### config.mk
export PLATFORM = sky130hd
export DESIGN_NAME = fperm_top
export DESIGN_NICKNAME = d
export VERILOG_FILES = /design/src/fperm_pkg.sv /design/src/fperm_const_table.sv /design/src/fperm_lane_move.sv /design/src/fperm_pipe.sv /design/src/fperm_seed_est.sv /design/src/fperm_top.sv
export SDC_FILE = /design/constraint.sdc
export NUM_CORES = 1
export LEC_CHECK = 0
export BUFFER_PORTS_ARGS = -buffer_cell sky130_fd_sc_hd__buf_2
export CAP_MARGIN = 0
export CORE_MARGIN = 3
export CORE_UTILIZATION = 45
export CTS_CLUSTER_DIAMETER = 40
export DETAILED_ROUTE_END_ITERATION = 16
export PLACE_DENSITY = 0.66
export SYNTH_ARGS = -nofsm -noshare
export SYNTH_HDL_FRONTEND = slang
export SYNTH_SLANG_ARGS = --single-unit
### constraint.sdc
create_clock -name clk -period 6.9 [get_ports clk]
set_clock_uncertainty 0.15 [all_clocks]
set_input_delay 1.38 -clock clk [delete_from_list [all_inputs] [get_ports clk]]
set_output_delay 1.38 -clock clk [all_outputs]
set_load 0.02 [all_outputs]
### src/fperm_pkg.sv
`default_nettype none

package fperm_pkg;

  // Type tag in the top two bits of every register word.
  typedef logic [1:0] fp_tag_t;

  localparam fp_tag_t TAG_DBL = 2'b00;     // Any other tag means paired singles.

  // Exponent biases of the extended formats.
  localparam logic [11:0] BIAS_D = 12'd2047;
  localparam logic [8:0]  BIAS_S = 9'd255;

  localparam int TBL_DEPTH = 8;            // Entries in the constant table.
  localparam int PIPE_LAT  = 2;            // Cycles from enable to valid.

  // One extended single, 33 bits.
  typedef struct packed {
    logic        sign;
    logic [8:0]  exp;
    logic [22:0] mant;
  } fp_sngl_t;

  // Word read as one extended double.
  typedef struct packed {
    fp_tag_t     tag;
    logic        sign;
    logic [11:0] exp;
    logic [52:0] mant;
  } fp_dbl_t;

  // Word read as two extended singles.
  typedef struct packed {
    fp_tag_t  tag;
    fp_sngl_t hi;
    fp_sngl_t lo;
  } fp_pair_t;

  // The 68-bit register word.
  // Both views share the same tag bits.
  typedef union packed {
    fp_dbl_t  dbl;
    fp_pair_t pair;
  } fp_word_t;

  typedef enum logic [1:0] {
    KIND_MOVE     = 2'd0,              // Lane move of A or B.
    KIND_RECIP    = 2'd1,              // Reciprocal exponent seed.
    KIND_RSQRT    = 2'd2,              // Reciprocal square root exponent seed.
    KIND_TBL_READ = 2'd3               // Constant table read.
  } fperm_kind_t;

  // Decoded operation as it arrives with the enable strobe.
  typedef struct packed {
    fperm_kind_t kind;
    logic        copy_a;               // Source is A rather than B.
    logic        swap_sngl;            // Exchange the high and low singles.
    logic        dup_sngl;             // Low single goes to both halves.
    logic        tbl_write;            // Store B at idx.
    logic [2:0]  idx;                  // Table entry.
  } fperm_op_t;

endpackage

`default_nettype wire

### src/fperm_const_table.sv
`default_nettype none

module fperm_const_table
  import fperm_pkg::*;
(
  input  logic       clk,
  input  logic       rst,
  input  logic       en,
  input  logic       tbl_write,
  input  logic [2:0] idx,
  input  fp_word_t   b,
  output fp_word_t   tbl_data
);

  fp_word_t mem [TBL_DEPTH];

  // A read in the same operation as a write sees the old entry,
  // since both use the value held before the edge.
  always_ff @(posedge clk) begin
    if (rst) begin
      for (int i = 0; i < TBL_DEPTH; i++) begin
        mem[i] <= '0;
      end
      tbl_data <= '0;
    end else if (en) begin
      if (tbl_write) begin
        mem[idx] <= b;                 // Store B.
      end
      tbl_data <= mem[idx];            // Captured on every enabled edge.
    end
  end

  // An unknown index would corrupt the table or the read path.
  a_idx_known: assert property (@(posedge clk) disable iff (rst) en |-> !$isunknown(idx))
    else $error("fperm_const_table: idx unknown while en is high");

endmodule

`default_nettype wire

### src/fperm_lane_move.sv
`default_nettype none

module fperm_lane_move
  import fperm_pkg::*;
(
  input  fp_word_t  a,
  input  fp_word_t  b,
  input  fperm_op_t op,
  output fp_word_t  move_res
);

  fp_word_t src;

  always_comb begin
    src      = op.copy_a ? a : b;      // Operand select.
    move_res = src;
    if (op.swap_sngl) begin
      move_res.pair.hi = src.pair.lo;  // Exchange the halves.
      move_res.pair.lo = src.pair.hi;
    end
    if (op.dup_sngl) begin
      move_res.pair.hi = move_res.pair.lo;  // Tag stays as it was.
    end
  end

  // Swap and duplicate are exclusive requests from the decoder.
  // This block has no clock, so the check runs on every change of op.
  always_comb begin
    assert (!(op.swap_sngl === 1'b1 && op.dup_sngl === 1'b1))
      else $error("fperm_lane_move: swap_sngl and dup_sngl set together");
  end

endmodule

`default_nettype wire

### src/fperm_pipe.sv
`default_nettype none

module fperm_pipe
  import fperm_pkg::*;
(
  input  logic        clk,
  input  logic        rst,
  input  logic        en,
  input  fperm_kind_t kind,
  input  fp_word_t    move_res,
  input  fp_word_t    seed_res,
  input  fp_word_t    tbl_data,
  output fp_word_t    res,
  output logic        res_valid
);

  logic [PIPE_LAT-1:0] vld_sr;         // One bit per stage.
  fperm_kind_t         s1_kind;
  fp_word_t            s1_res;

  always_ff @(posedge clk) begin
    if (rst) begin
      vld_sr <= '0;
    end else begin
      vld_sr <= {vld_sr[PIPE_LAT-2:0], en};
    end
  end

  // Stage 1 holds the computed result.
  always_ff @(posedge clk) begin
    if (en) begin
      s1_kind <= kind;
      s1_res  <= (kind == KIND_RECIP || kind == KIND_RSQRT) ? seed_res : move_res;
    end
  end

  // Stage 2 takes the table word, which arrives one cycle after the read.
  always_ff @(posedge clk) begin
    if (vld_sr[0]) begin
      res <= (s1_kind == KIND_TBL_READ) ? tbl_data : s1_res;
    end
  end

  assign res_valid = vld_sr[PIPE_LAT-1];

  // Operations in flight at reset are dropped, so no strobe leaks out.
  a_no_valid_after_rst: assert property (@(posedge clk) $fell(rst) |-> !res_valid [*PIPE_LAT])
    else $error("fperm_pipe: res_valid high right after reset");

endmodule

`default_nettype wire

### src/fperm_seed_est.sv
`default_nettype none

module fperm_seed_est
  import fperm_pkg::*;
(
  input  fp_word_t    a,
  input  fp_word_t    b,
  input  fperm_kind_t kind,
  output fp_word_t    seed_res
);

  // Seed constants, already reduced to the field width.
  localparam logic [11:0] RCP_K_D = 12'(2 * BIAS_D);
  localparam logic [11:0] RSQ_K_D = 12'(3 * BIAS_D);
  localparam logic [8:0]  RCP_K_S = 9'(2 * BIAS_S);
  localparam logic [8:0]  RSQ_K_S = 9'(3 * BIAS_S);

  logic is_rsqrt;
  logic is_dbl;

  // Exponent seed of a double.
  function automatic logic [11:0] seed_exp_d(input logic [11:0] e, input logic rsqrt);
    logic [11:0] diff;
    if (rsqrt) begin
      diff = RSQ_K_D - e;              // Wraps modulo 2^12.
      return diff >> 1;                // Halve, fraction dropped.
    end
    diff = RCP_K_D - e;
    return diff;
  endfunction

  // Exponent seed of one single, used for both halves.
  function automatic logic [8:0] seed_exp_s(input logic [8:0] e, input logic rsqrt);
    logic [8:0] diff;
    if (rsqrt) begin
      diff = RSQ_K_S - e;              // Wraps modulo 2^9.
      return diff >> 1;
    end
    diff = RCP_K_S - e;
    return diff;
  endfunction

  assign is_rsqrt = (kind == KIND_RSQRT);   // Reciprocal for every other kind.
  assign is_dbl   = (a.dbl.tag == TAG_DBL); // The format follows A.

  always_comb begin
    seed_res = '0;                     // Mantissas stay zero.
    if (is_dbl) begin
      seed_res.dbl.tag  = b.dbl.tag;
      seed_res.dbl.sign = b.dbl.sign;
      seed_res.dbl.exp  = seed_exp_d(b.dbl.exp, is_rsqrt);
    end else begin
      seed_res.pair.tag     = b.pair.tag;
      seed_res.pair.hi.sign = b.pair.hi.sign;
      seed_res.pair.hi.exp  = seed_exp_s(b.pair.hi.exp, is_rsqrt);
      seed_res.pair.lo.sign = b.pair.lo.sign;
      seed_res.pair.lo.exp  = seed_exp_s(b.pair.lo.exp, is_rsqrt);
    end
  end

endmodule

`default_nettype wire

### src/fperm_top.sv
`default_nettype none

module fperm_top
  import fperm_pkg::*;
(
  input  logic      clk,
  input  logic      rst,
  input  logic      en,
  input  fperm_op_t op,
  input  fp_word_t  a,
  input  fp_word_t  b,
  output fp_word_t  res,
  output logic      res_valid
);

  fp_word_t move_res;
  fp_word_t seed_res;
  fp_word_t tbl_data;                  // Valid one cycle after the read.

  fperm_lane_move u_lane_move (
    .a        (a),
    .b        (b),
    .op       (op),
    .move_res (move_res)
  );

  fperm_seed_est u_seed_est (
    .a        (a),
    .b        (b),
    .kind     (op.kind),
    .seed_res (seed_res)
  );

  fperm_const_table u_const_table (
    .clk       (clk),
    .rst       (rst),
    .en        (en),
    .tbl_write (op.tbl_write),
    .idx       (op.idx),
    .b         (b),
    .tbl_data  (tbl_data)
  );

  fperm_pipe u_pipe (
    .clk       (clk),
    .rst       (rst),
    .en        (en),
    .kind      (op.kind),
    .move_res  (move_res),
    .seed_res  (seed_res),
    .tbl_data  (tbl_data),
    .res       (res),
    .res_valid (res_valid)
  );

endmodule

`default_nettype wire
# Word level (Yosys, flattened, before mapping)
# Memory sizes are Yosys's and may differ from the RTL's. A register that Yosys moved wholly into a read port is not among the register bits.
# Index checks and enable logic that the tools add are counted.
# word_totals
ff_bits,140
latch_bits,0
ramBits,544
rom_bits,0
in_bits,148
out_inout_bits,69
word_cells,44
memories,1
# memory_table
name,words,width,rd,rd_clocked_by_memory_dff,write_ports,line,source
u_const_table.mem,8,68,1,1,8,fperm_const_table.sv:15,fp_word_t mem [TBL_DEPTH];
# op_classes
add_sub_neg,6
n_mul,0
div,0
order_cmp,0
n_eq_ne,3
shifts,0
n_mux,26
bitwise,0
reduce_logical,3
# ops
operator,n
68-bit two-way mux,4
68-bit OR reduction,1
66-bit two-way mux,1
9-bit two-way mux,5
33-bit two-way mux,1
12-bit two-way mux,2
"8-bit by 9-bit subtractor with 9-bit output, first input constant",2
"9-bit subtractor, first input constant",2
"11-bit by 12-bit subtractor with 12-bit output, first input constant",1
"12-bit subtractor, first input constant",1
1-bit two-way mux,10
10-bit two-way mux,1
3-bit two-way mux,2
"2-bit equality test, second input constant",2
"2-bit by 1-bit equality test with 1-bit output, second input constant",1
2-bit logical NOT,1
1-bit logical OR,1

# Logic depth before layout (Yosys ltp)
# Gate-level depths: netlist of the first run.
# depth
depth_word,6
mapped_depth,9
depth_no_buf,6

# By module
# Synthesis of the first run repeated with hierarchy kept, for this count alone.
# unflattened
hier_cells,2638
area_unflattened_um2,36094.6
# modules_own_cells
module,n_inst,cells_per_inst,area_each_um2,seq_area_each_um2
fperm_const_table,1,2032,27012.2,17697.0
fperm_pipe,1,294,5911.9,4184.0
fperm_lane_move,1,84,1677.9,0.0
fperm_seed_est,1,228,1492.7,0.0

# Worst setup path after synthesis of the first run
# No wires, ideal clock.
# synth_timing
kind,input-to-reg
start,input port op[0] (netlist name)
end,memory u_const_table.mem[0][0] (netlist name) (enable)
setup_time_ns,0.397
t_arrival_ns,3.209
t_required_ns,6.353
slack_ns,3.145
path_stages,5
n_path_buf,2
path_cell_list,buf_2 -> or3_4 -> nor3_4 -> buf_4 -> or2_2
# synth_rtl
element,line,source
from (decl),fperm_top.sv:9,"input fperm_op_t op,"
to (decl),fperm_const_table.sv:15,

==> metrics, run 1 <==
vias in the first global route=~20000; Final Max Tran Viols=0; drt pass-1 iters=5; grt ovf=0; post-CTS setup buffers=0; crit start category=primary input; worst skew pair latency=660 ps; Final setup violation count=0; Post-Synth Simple-Gate Area=between 10% and 20%; Starting Density=45.5%; maxcap violations=0; Routed Antenna Nets=0; CP Data Arrival Time=between 4000 and 5000 ps; normalized max-slew margin=20.1%; H-tree levels=3; Num Clock Sinks=between 700 and 800; # fillers=between 6000 and 7000; Root Driver=clkbuf_16; Hold WC Path Type=flop to flop; met1 Usage GRT=about 28%; Compound-Gate Fraction of Synth Area=~2.4%; yosys warns=0; Cell Area, Synth=roughly 35000 um2; largest net degree at the start of global routing=86; Min-Delay Endpoint=u_const_table.tbl_data[1]$_SDFFE_PP0P_; Synth area leader=edfxtp_1; HP Start=u_const_table.tbl_data[1]$_SDFFE_PP0P_; # DRC=0; detailed placer's ending HPWL=about 50000 um; Worst R2R Path Depth=3; post-route cell area=~40000 um2; std cell rows=101; sequential area share after synthesis=between 60 and 70%; final layout net count=2537; initial DRC count=between 1000 and 1500; Clock Pin Slew Worst Setup and Hold Paths=roughly 50 ps; status=finished, final reports clean; Pwr Total=between 10000 and 15000 uW; total die area=between 80000 and 90000 um2; setup_tns=0 ps; share of post-route cells with drive strength above 1=29.3%; Synth area leaders=edfxtp_1 59%, mux4_2 13%, and2_1 11%; post_cts resized=0; cts hold-fix bufs=0; CTS tree=built; first-pass GRT wire length=approximately 130000 um; fin crit share=62.4%; Placer Congestion=0.782; Die Span Y=284 um; WP data required=7020 ps; R2R Path End=u_pipe.res[38]$_DFFE_PP_; Pwr Density=between 200 and 300 nW/um2; CP Class=primary input to flop; maximum vdd ir drop=roughly 210 uV; multiplexer share of the synthesized area=between 10% and 20%; Worst R2R Start=u_pipe.s1_kind[0]$_DFFE_PP_; worst-margin pin slew=1200 ps; cts bufs inserted=102; initial antenna violation count=11; overall via count from detail_route=between 15000 and 20000; wire length per cell after detailed routing=about 25 um; area grow syn2layout=15.8%; Chip Width=between 200 and 300 um; Placed Area=about 36000 um2; Final Hold Viols=0; Post-synth ARST share=0%; EDFF count, synth=around 700; Total GRT Usage=around 21%; minimum clock period=4310 ps; PortBufs=roughly 220; Core Footprint=roughly 76000 um2; largest family of logic cells by synthesized area=multiplexers; highest clock rate=between 200 and 250 MHz; FF+latch count, synth=~750; Synth top area share=59.0%; Clock Path Buffers=3; worst-path maximum fanout=a little under 70; RSZ-0062 raised after global routing=false; Synth Area in XOR/XNOR=roughly 1.0%; WHS=about 330 ps; fin util=a little over half; Avg Cell Area, Syn=about 16 um2; GRT Max-Usage Layer=met2; Cells after Synth=2214; M2 GR Usage=35.7%; routed vias/inst=~5.5; syn_nets=roughly 2400; Synth Area in Adders=0.397%; Post-synth top flop=edfxtp_1; Crit. End Element=flop; reg2reg setup slack=between 4000 and 5000 ps; Total Wirelength=roughly 86000 um; met3 usage=roughly 4.2%; hold path depth=2; IO Count=217; Yosys cell types=55; Lkg Pwr=0.0144 uW
[routing by layer]
layer	vias to the layer above	share of wire [%]
li1	8670	-
met1	9882	41
met2	687	49
met3	158	7.0
met4	2	3.2
met5	-	0.015
[how the worst max path moves through the flow]
stage,depth (start not counted),start,endpoint,slack [ps]
final,7,en,u_const_table.mem[2][32]$_SDFFCE_PN0P_,2590
after CTS,6,op[1],u_const_table.mem[2][32]$_SDFFCE_PN0P_,2540
after floorplan,5,op[0],u_const_table.mem[0][0]$_SDFFCE_PN0P_,3140
after global placement,6,op[1],u_const_table.mem[2][62]$_SDFFCE_PN0P_,1800
after detailed placement,6,op[1],u_const_table.mem[2][61]$_SDFFCE_PN0P_,1830
after global routing,6,op[1],u_const_table.mem[2][32]$_SDFFCE_PN0P_,2350
[cell families after synthesis]
group                      Yosys count
AOI/OAI and AO/OA                  113
buffers and inverters              185
adders and majority gates           11
muxes                              350
and+or+nand+nor                    764
DFF                                752
xor gates and xnor gates            39
[worst max-delay path, cell delays in order]
cell,delay (ps)
clkbuf_8,370
nand2_1,160
or3_4,430
nor2_4,120
buf_4,550
or2_4,610
buf_4,570
[cell usage in the layout (no fill, tap or decap), types with 9 or more instances in the layout]
master and count:
clkinvlp_4 14, xnor2_1 19, buf_4 29, clkinv_2 9, mux2i_1 76, clkinv_4 13, bufinv_16 17, nor2b_1 9
edfxtp_1 682, inv_6 9, mux2_2 77, clkbuf_16 103, and2_1 587, buf_2 210, a22o_1 9, a211oi_1 71
nand2_1 29, nor2_1 84, ha_1 10, dfxtp_1 69, mux4_2 197, xor2_1 19, nand3_1 13
[report_power, final]
part / internal [uW] / switching, uW
logic: 424 / 573
registers: 5290 / 99.2
clock network: 3500 / 2110
total: 9220 / 2780
[stage by stage]
| stage | worst slack, ps | std cells |
|---|---|---|
| 2_1_floorplan | 3140 | 2214 |
| 3_3_place_gp | 1800 | 3304 |
| 3_5_place_dp | 1830 | 3304 |
| 4_1_cts | 2540 | 3497 |
| 5_1_grt | 2350 | 3499 |
| 6_report | 2590 | 3501 |
[cell usage after synthesis (2+ instances only)]
library cell / n
a211oi_1: 71
a21oi_1: 6
a221oi_1: 2
a22o_1: 9
a31oi_1: 2
and2_1: 587
buf_1: 10
buf_2: 34
buf_4: 11
buf_6: 13
clkbuf_1: 106
clkbuf_2: 6
dfxtp_1: 70
edfxtp_1: 682
ha_1: 11
inv_1: 3
mux2_2: 77
mux2i_1: 76
mux4_2: 197
nand2_1: 30
nand2b_1: 5
nand3_1: 13
nand4_1: 7
nor2_1: 85
nor2_2: 2
nor2_4: 3
nor2b_1: 9
nor3_1: 5
o21ai_0: 8
o22ai_1: 5
or2_2: 9
xnor2_1: 19
xor2_1: 19
[cell type report]
type                    instances  area, um2  area share (%)
repair buffers                242       1310            3.26
multi-input cells            1277      12000            29.8
inverters                       3       11.3          0.0280
clock inverters                76       1030            2.56
clock buffers                 117       2690            6.69
well taps                    1030       1290            3.21
flip-flops and latches        752      21900            54.5
diodes                          4       10.0          0.0249
[state kept, by name, indices dropped and copies added, names as in the netlist]
signal                  cells
u_const_table.mem         544
u_const_table.tbl_data     68
u_pipe.res                 68
u_pipe.s1_res              68
u_pipe.s1_kind              2
u_pipe.vld_sr               2
Note: power is estimated with default switching activity, not from simulation.
==> run 2: changes to the inputs <==
Clock period 6.9 ns to 4.4 ns, I/O delays scaled along.
==> metrics, run 2 (synthesis results as in run 1) <==
status=finished, final reports clean; Crit. End Element=flop; total die area=80500 um2 (unchanged); Placer Congestion=0.802 (+2.5%); CP Class=primary input to flop; Die Span Y=284 um (unchanged); Num Clock Sinks=752 (unchanged); RSZ-0062 raised after global routing=false; Hold WC Path Type=primary input to flop; minimum clock period=roughly 2700 ps; Core Footprint=76200 um2 (unchanged); detailed placer's ending HPWL=52900 um (+5.2%); Final Hold Viols=0 (unchanged); cts hold-fix bufs=0 (unchanged); normalized max-slew margin=20.2% (+0.056 points); routed vias/inst=5.64 (+1.8%); crit start category=primary input; commonest cells after routing, fill and taps aside=682 x edfxtp_1, 587 x and2_1, 210 x buf_2, 197 x mux4_2, 109 x clkbuf_16; Total Wirelength=90300 um (+5.2%); H-tree levels=3 (unchanged); Clock Pin Slew Worst Setup and Hold Paths=60 ps (about the same); Root Driver=clkbuf_16; highest clock rate=approximately 380 MHz; PortBufs=216 (unchanged); Routed Antenna Nets=0 (unchanged); drt pass-1 iters=5 (unchanged); cts bufs inserted=107 (+4.9%); max reg flops=544 (unchanged); initial DRC count=1603 (+9.3%); WP data required=4740 ps (-2280 ps); grt ovf=0 (unchanged); leading cell type in the layout, fill and taps excluded=edfxtp_1; std cell rows=101 (unchanged); Pwr Density=467 nW/um2 (+56%); area grow syn2layout=16.6%; final layout net count=2554 (+0.67%); Clock Path Buffers=3 (unchanged); worst-margin pin slew=1200 ps (-0.842 ps); maxcap violations=0 (unchanged); post_cts resized=0 (unchanged); wire length per cell after detailed routing=25.6 um (+4.5%); share of post-route cells with drive strength above 1=29.6% (+0.28 points); Final setup violation count=0 (unchanged); maximum vdd ir drop=263 uV (+23%); Starting Density=45.5% (unchanged); initial antenna violation count=12 (+1); worst skew pair latency=670 ps (about the same); Pwr Total=18900 uW (+57%); IO Count=217 (unchanged); vias in the first global route=21100 (+3.2%); Total GRT Usage=22.6% (+1.1 points); CP Data Arrival Time=2990 ps (-1440 ps); first-pass GRT wire length=136000 um (+4.8%); Lkg Pwr=0.0145 uW (+1.0%); # DRC=0 (unchanged); post-CTS setup buffers=0 (unchanged); CTS tree=built; worst-path maximum fanout=50 (-28%); overall via count from detail_route=19900 (+2.4%); fin crit share=roughly three fifths; # fillers=6148 (+0.94%); largest net degree at the start of global routing=87 (+1.2%); Most flops, register=u_const_table.mem; Chip Width=284 um (unchanged); Final Max Tran Viols=0 (unchanged); setup_tns=0 ps (unchanged)
[run 2: changes by cell type in the layout (fill, tap and decap cells not counted), sizes merged]
cell	change
clkinv	+11
inv	-3
clkinvlp	-6
bufinv	-3
clkbuf	+10
buf	+12
[run 2: final timing paths]
kind / start / slack, ps / cells after the start / endpoint
worst max-delay path: op[1] / 1750 / 5 / u_const_table.tbl_data[1]$_SDFFE_PP0P_
worst min-delay path: op[7] / 240 / 1 / u_pipe.s1_kind[0]$_DFFE_PP_
worst max register to register: u_pipe.s1_kind[0]$_DFFE_PP_ / 2110 / 3 / u_pipe.res[34]$_DFFE_PP_
worst min register to register: u_const_table.tbl_data[15]$_SDFFE_PP0P_ / 330 / 2 / u_const_table.tbl_data[15]$_SDFFE_PP0P_
[run 2: metrics by stage]
step | hold WS, ps | instances | area (um2) | util, % | setup WS [ps]
2_1_floorplan | 311 | 2214 | 34700 | - | 1140
3_3_place_gp | 319 | 3316 | 36700 | 48.2 | 1050
3_5_place_dp | 325 | 3316 | 36700 | 48.2 | 1020
4_1_cts | 211 | 3518 | 40400 | 53.0 | 1710
5_1_grt | 229 | 3522 | 40400 | 53.1 | 1560
6_report | 245 | 3522 | 40400 | 53.1 | 1750
[run 2: worst max-delay path, stage by stage]
cell and delay (ps):
buf_8 480, buf_4 730, mux4_2 600, mux2i_1 150, a211oi_1 100
[run 2: layout make-up]
cell class	count	area, um2	share of cell area (%)
diodes	4	10.0	0.0248
flip-flops and latches	752	21900	54.1
well taps	1030	1290	3.19
repair buffers	254	1550	3.83
inverters	3	11.3	0.0278
multi-input cells	1277	12000	29.6
clock buffers	127	2860	7.06
clock inverters	75	873	2.16
[run 2: power breakdown]
part           internal (uW)  switching [uW]
Clock                   5510            3290
Sequential              8300             176
Combinational            688             904
[run 2: routing by layer]
metal	part of all wire (%)	vias to the layer above	wire (um)	global-route usage, %
met1	41	10300	36900	29.4
met5	0.022	-	20	0
li1	-	8693	-	-
met3	6.7	156	6080	4.52
met2	50	755	44800	38.0
met4	2.7	2	2480	7.85
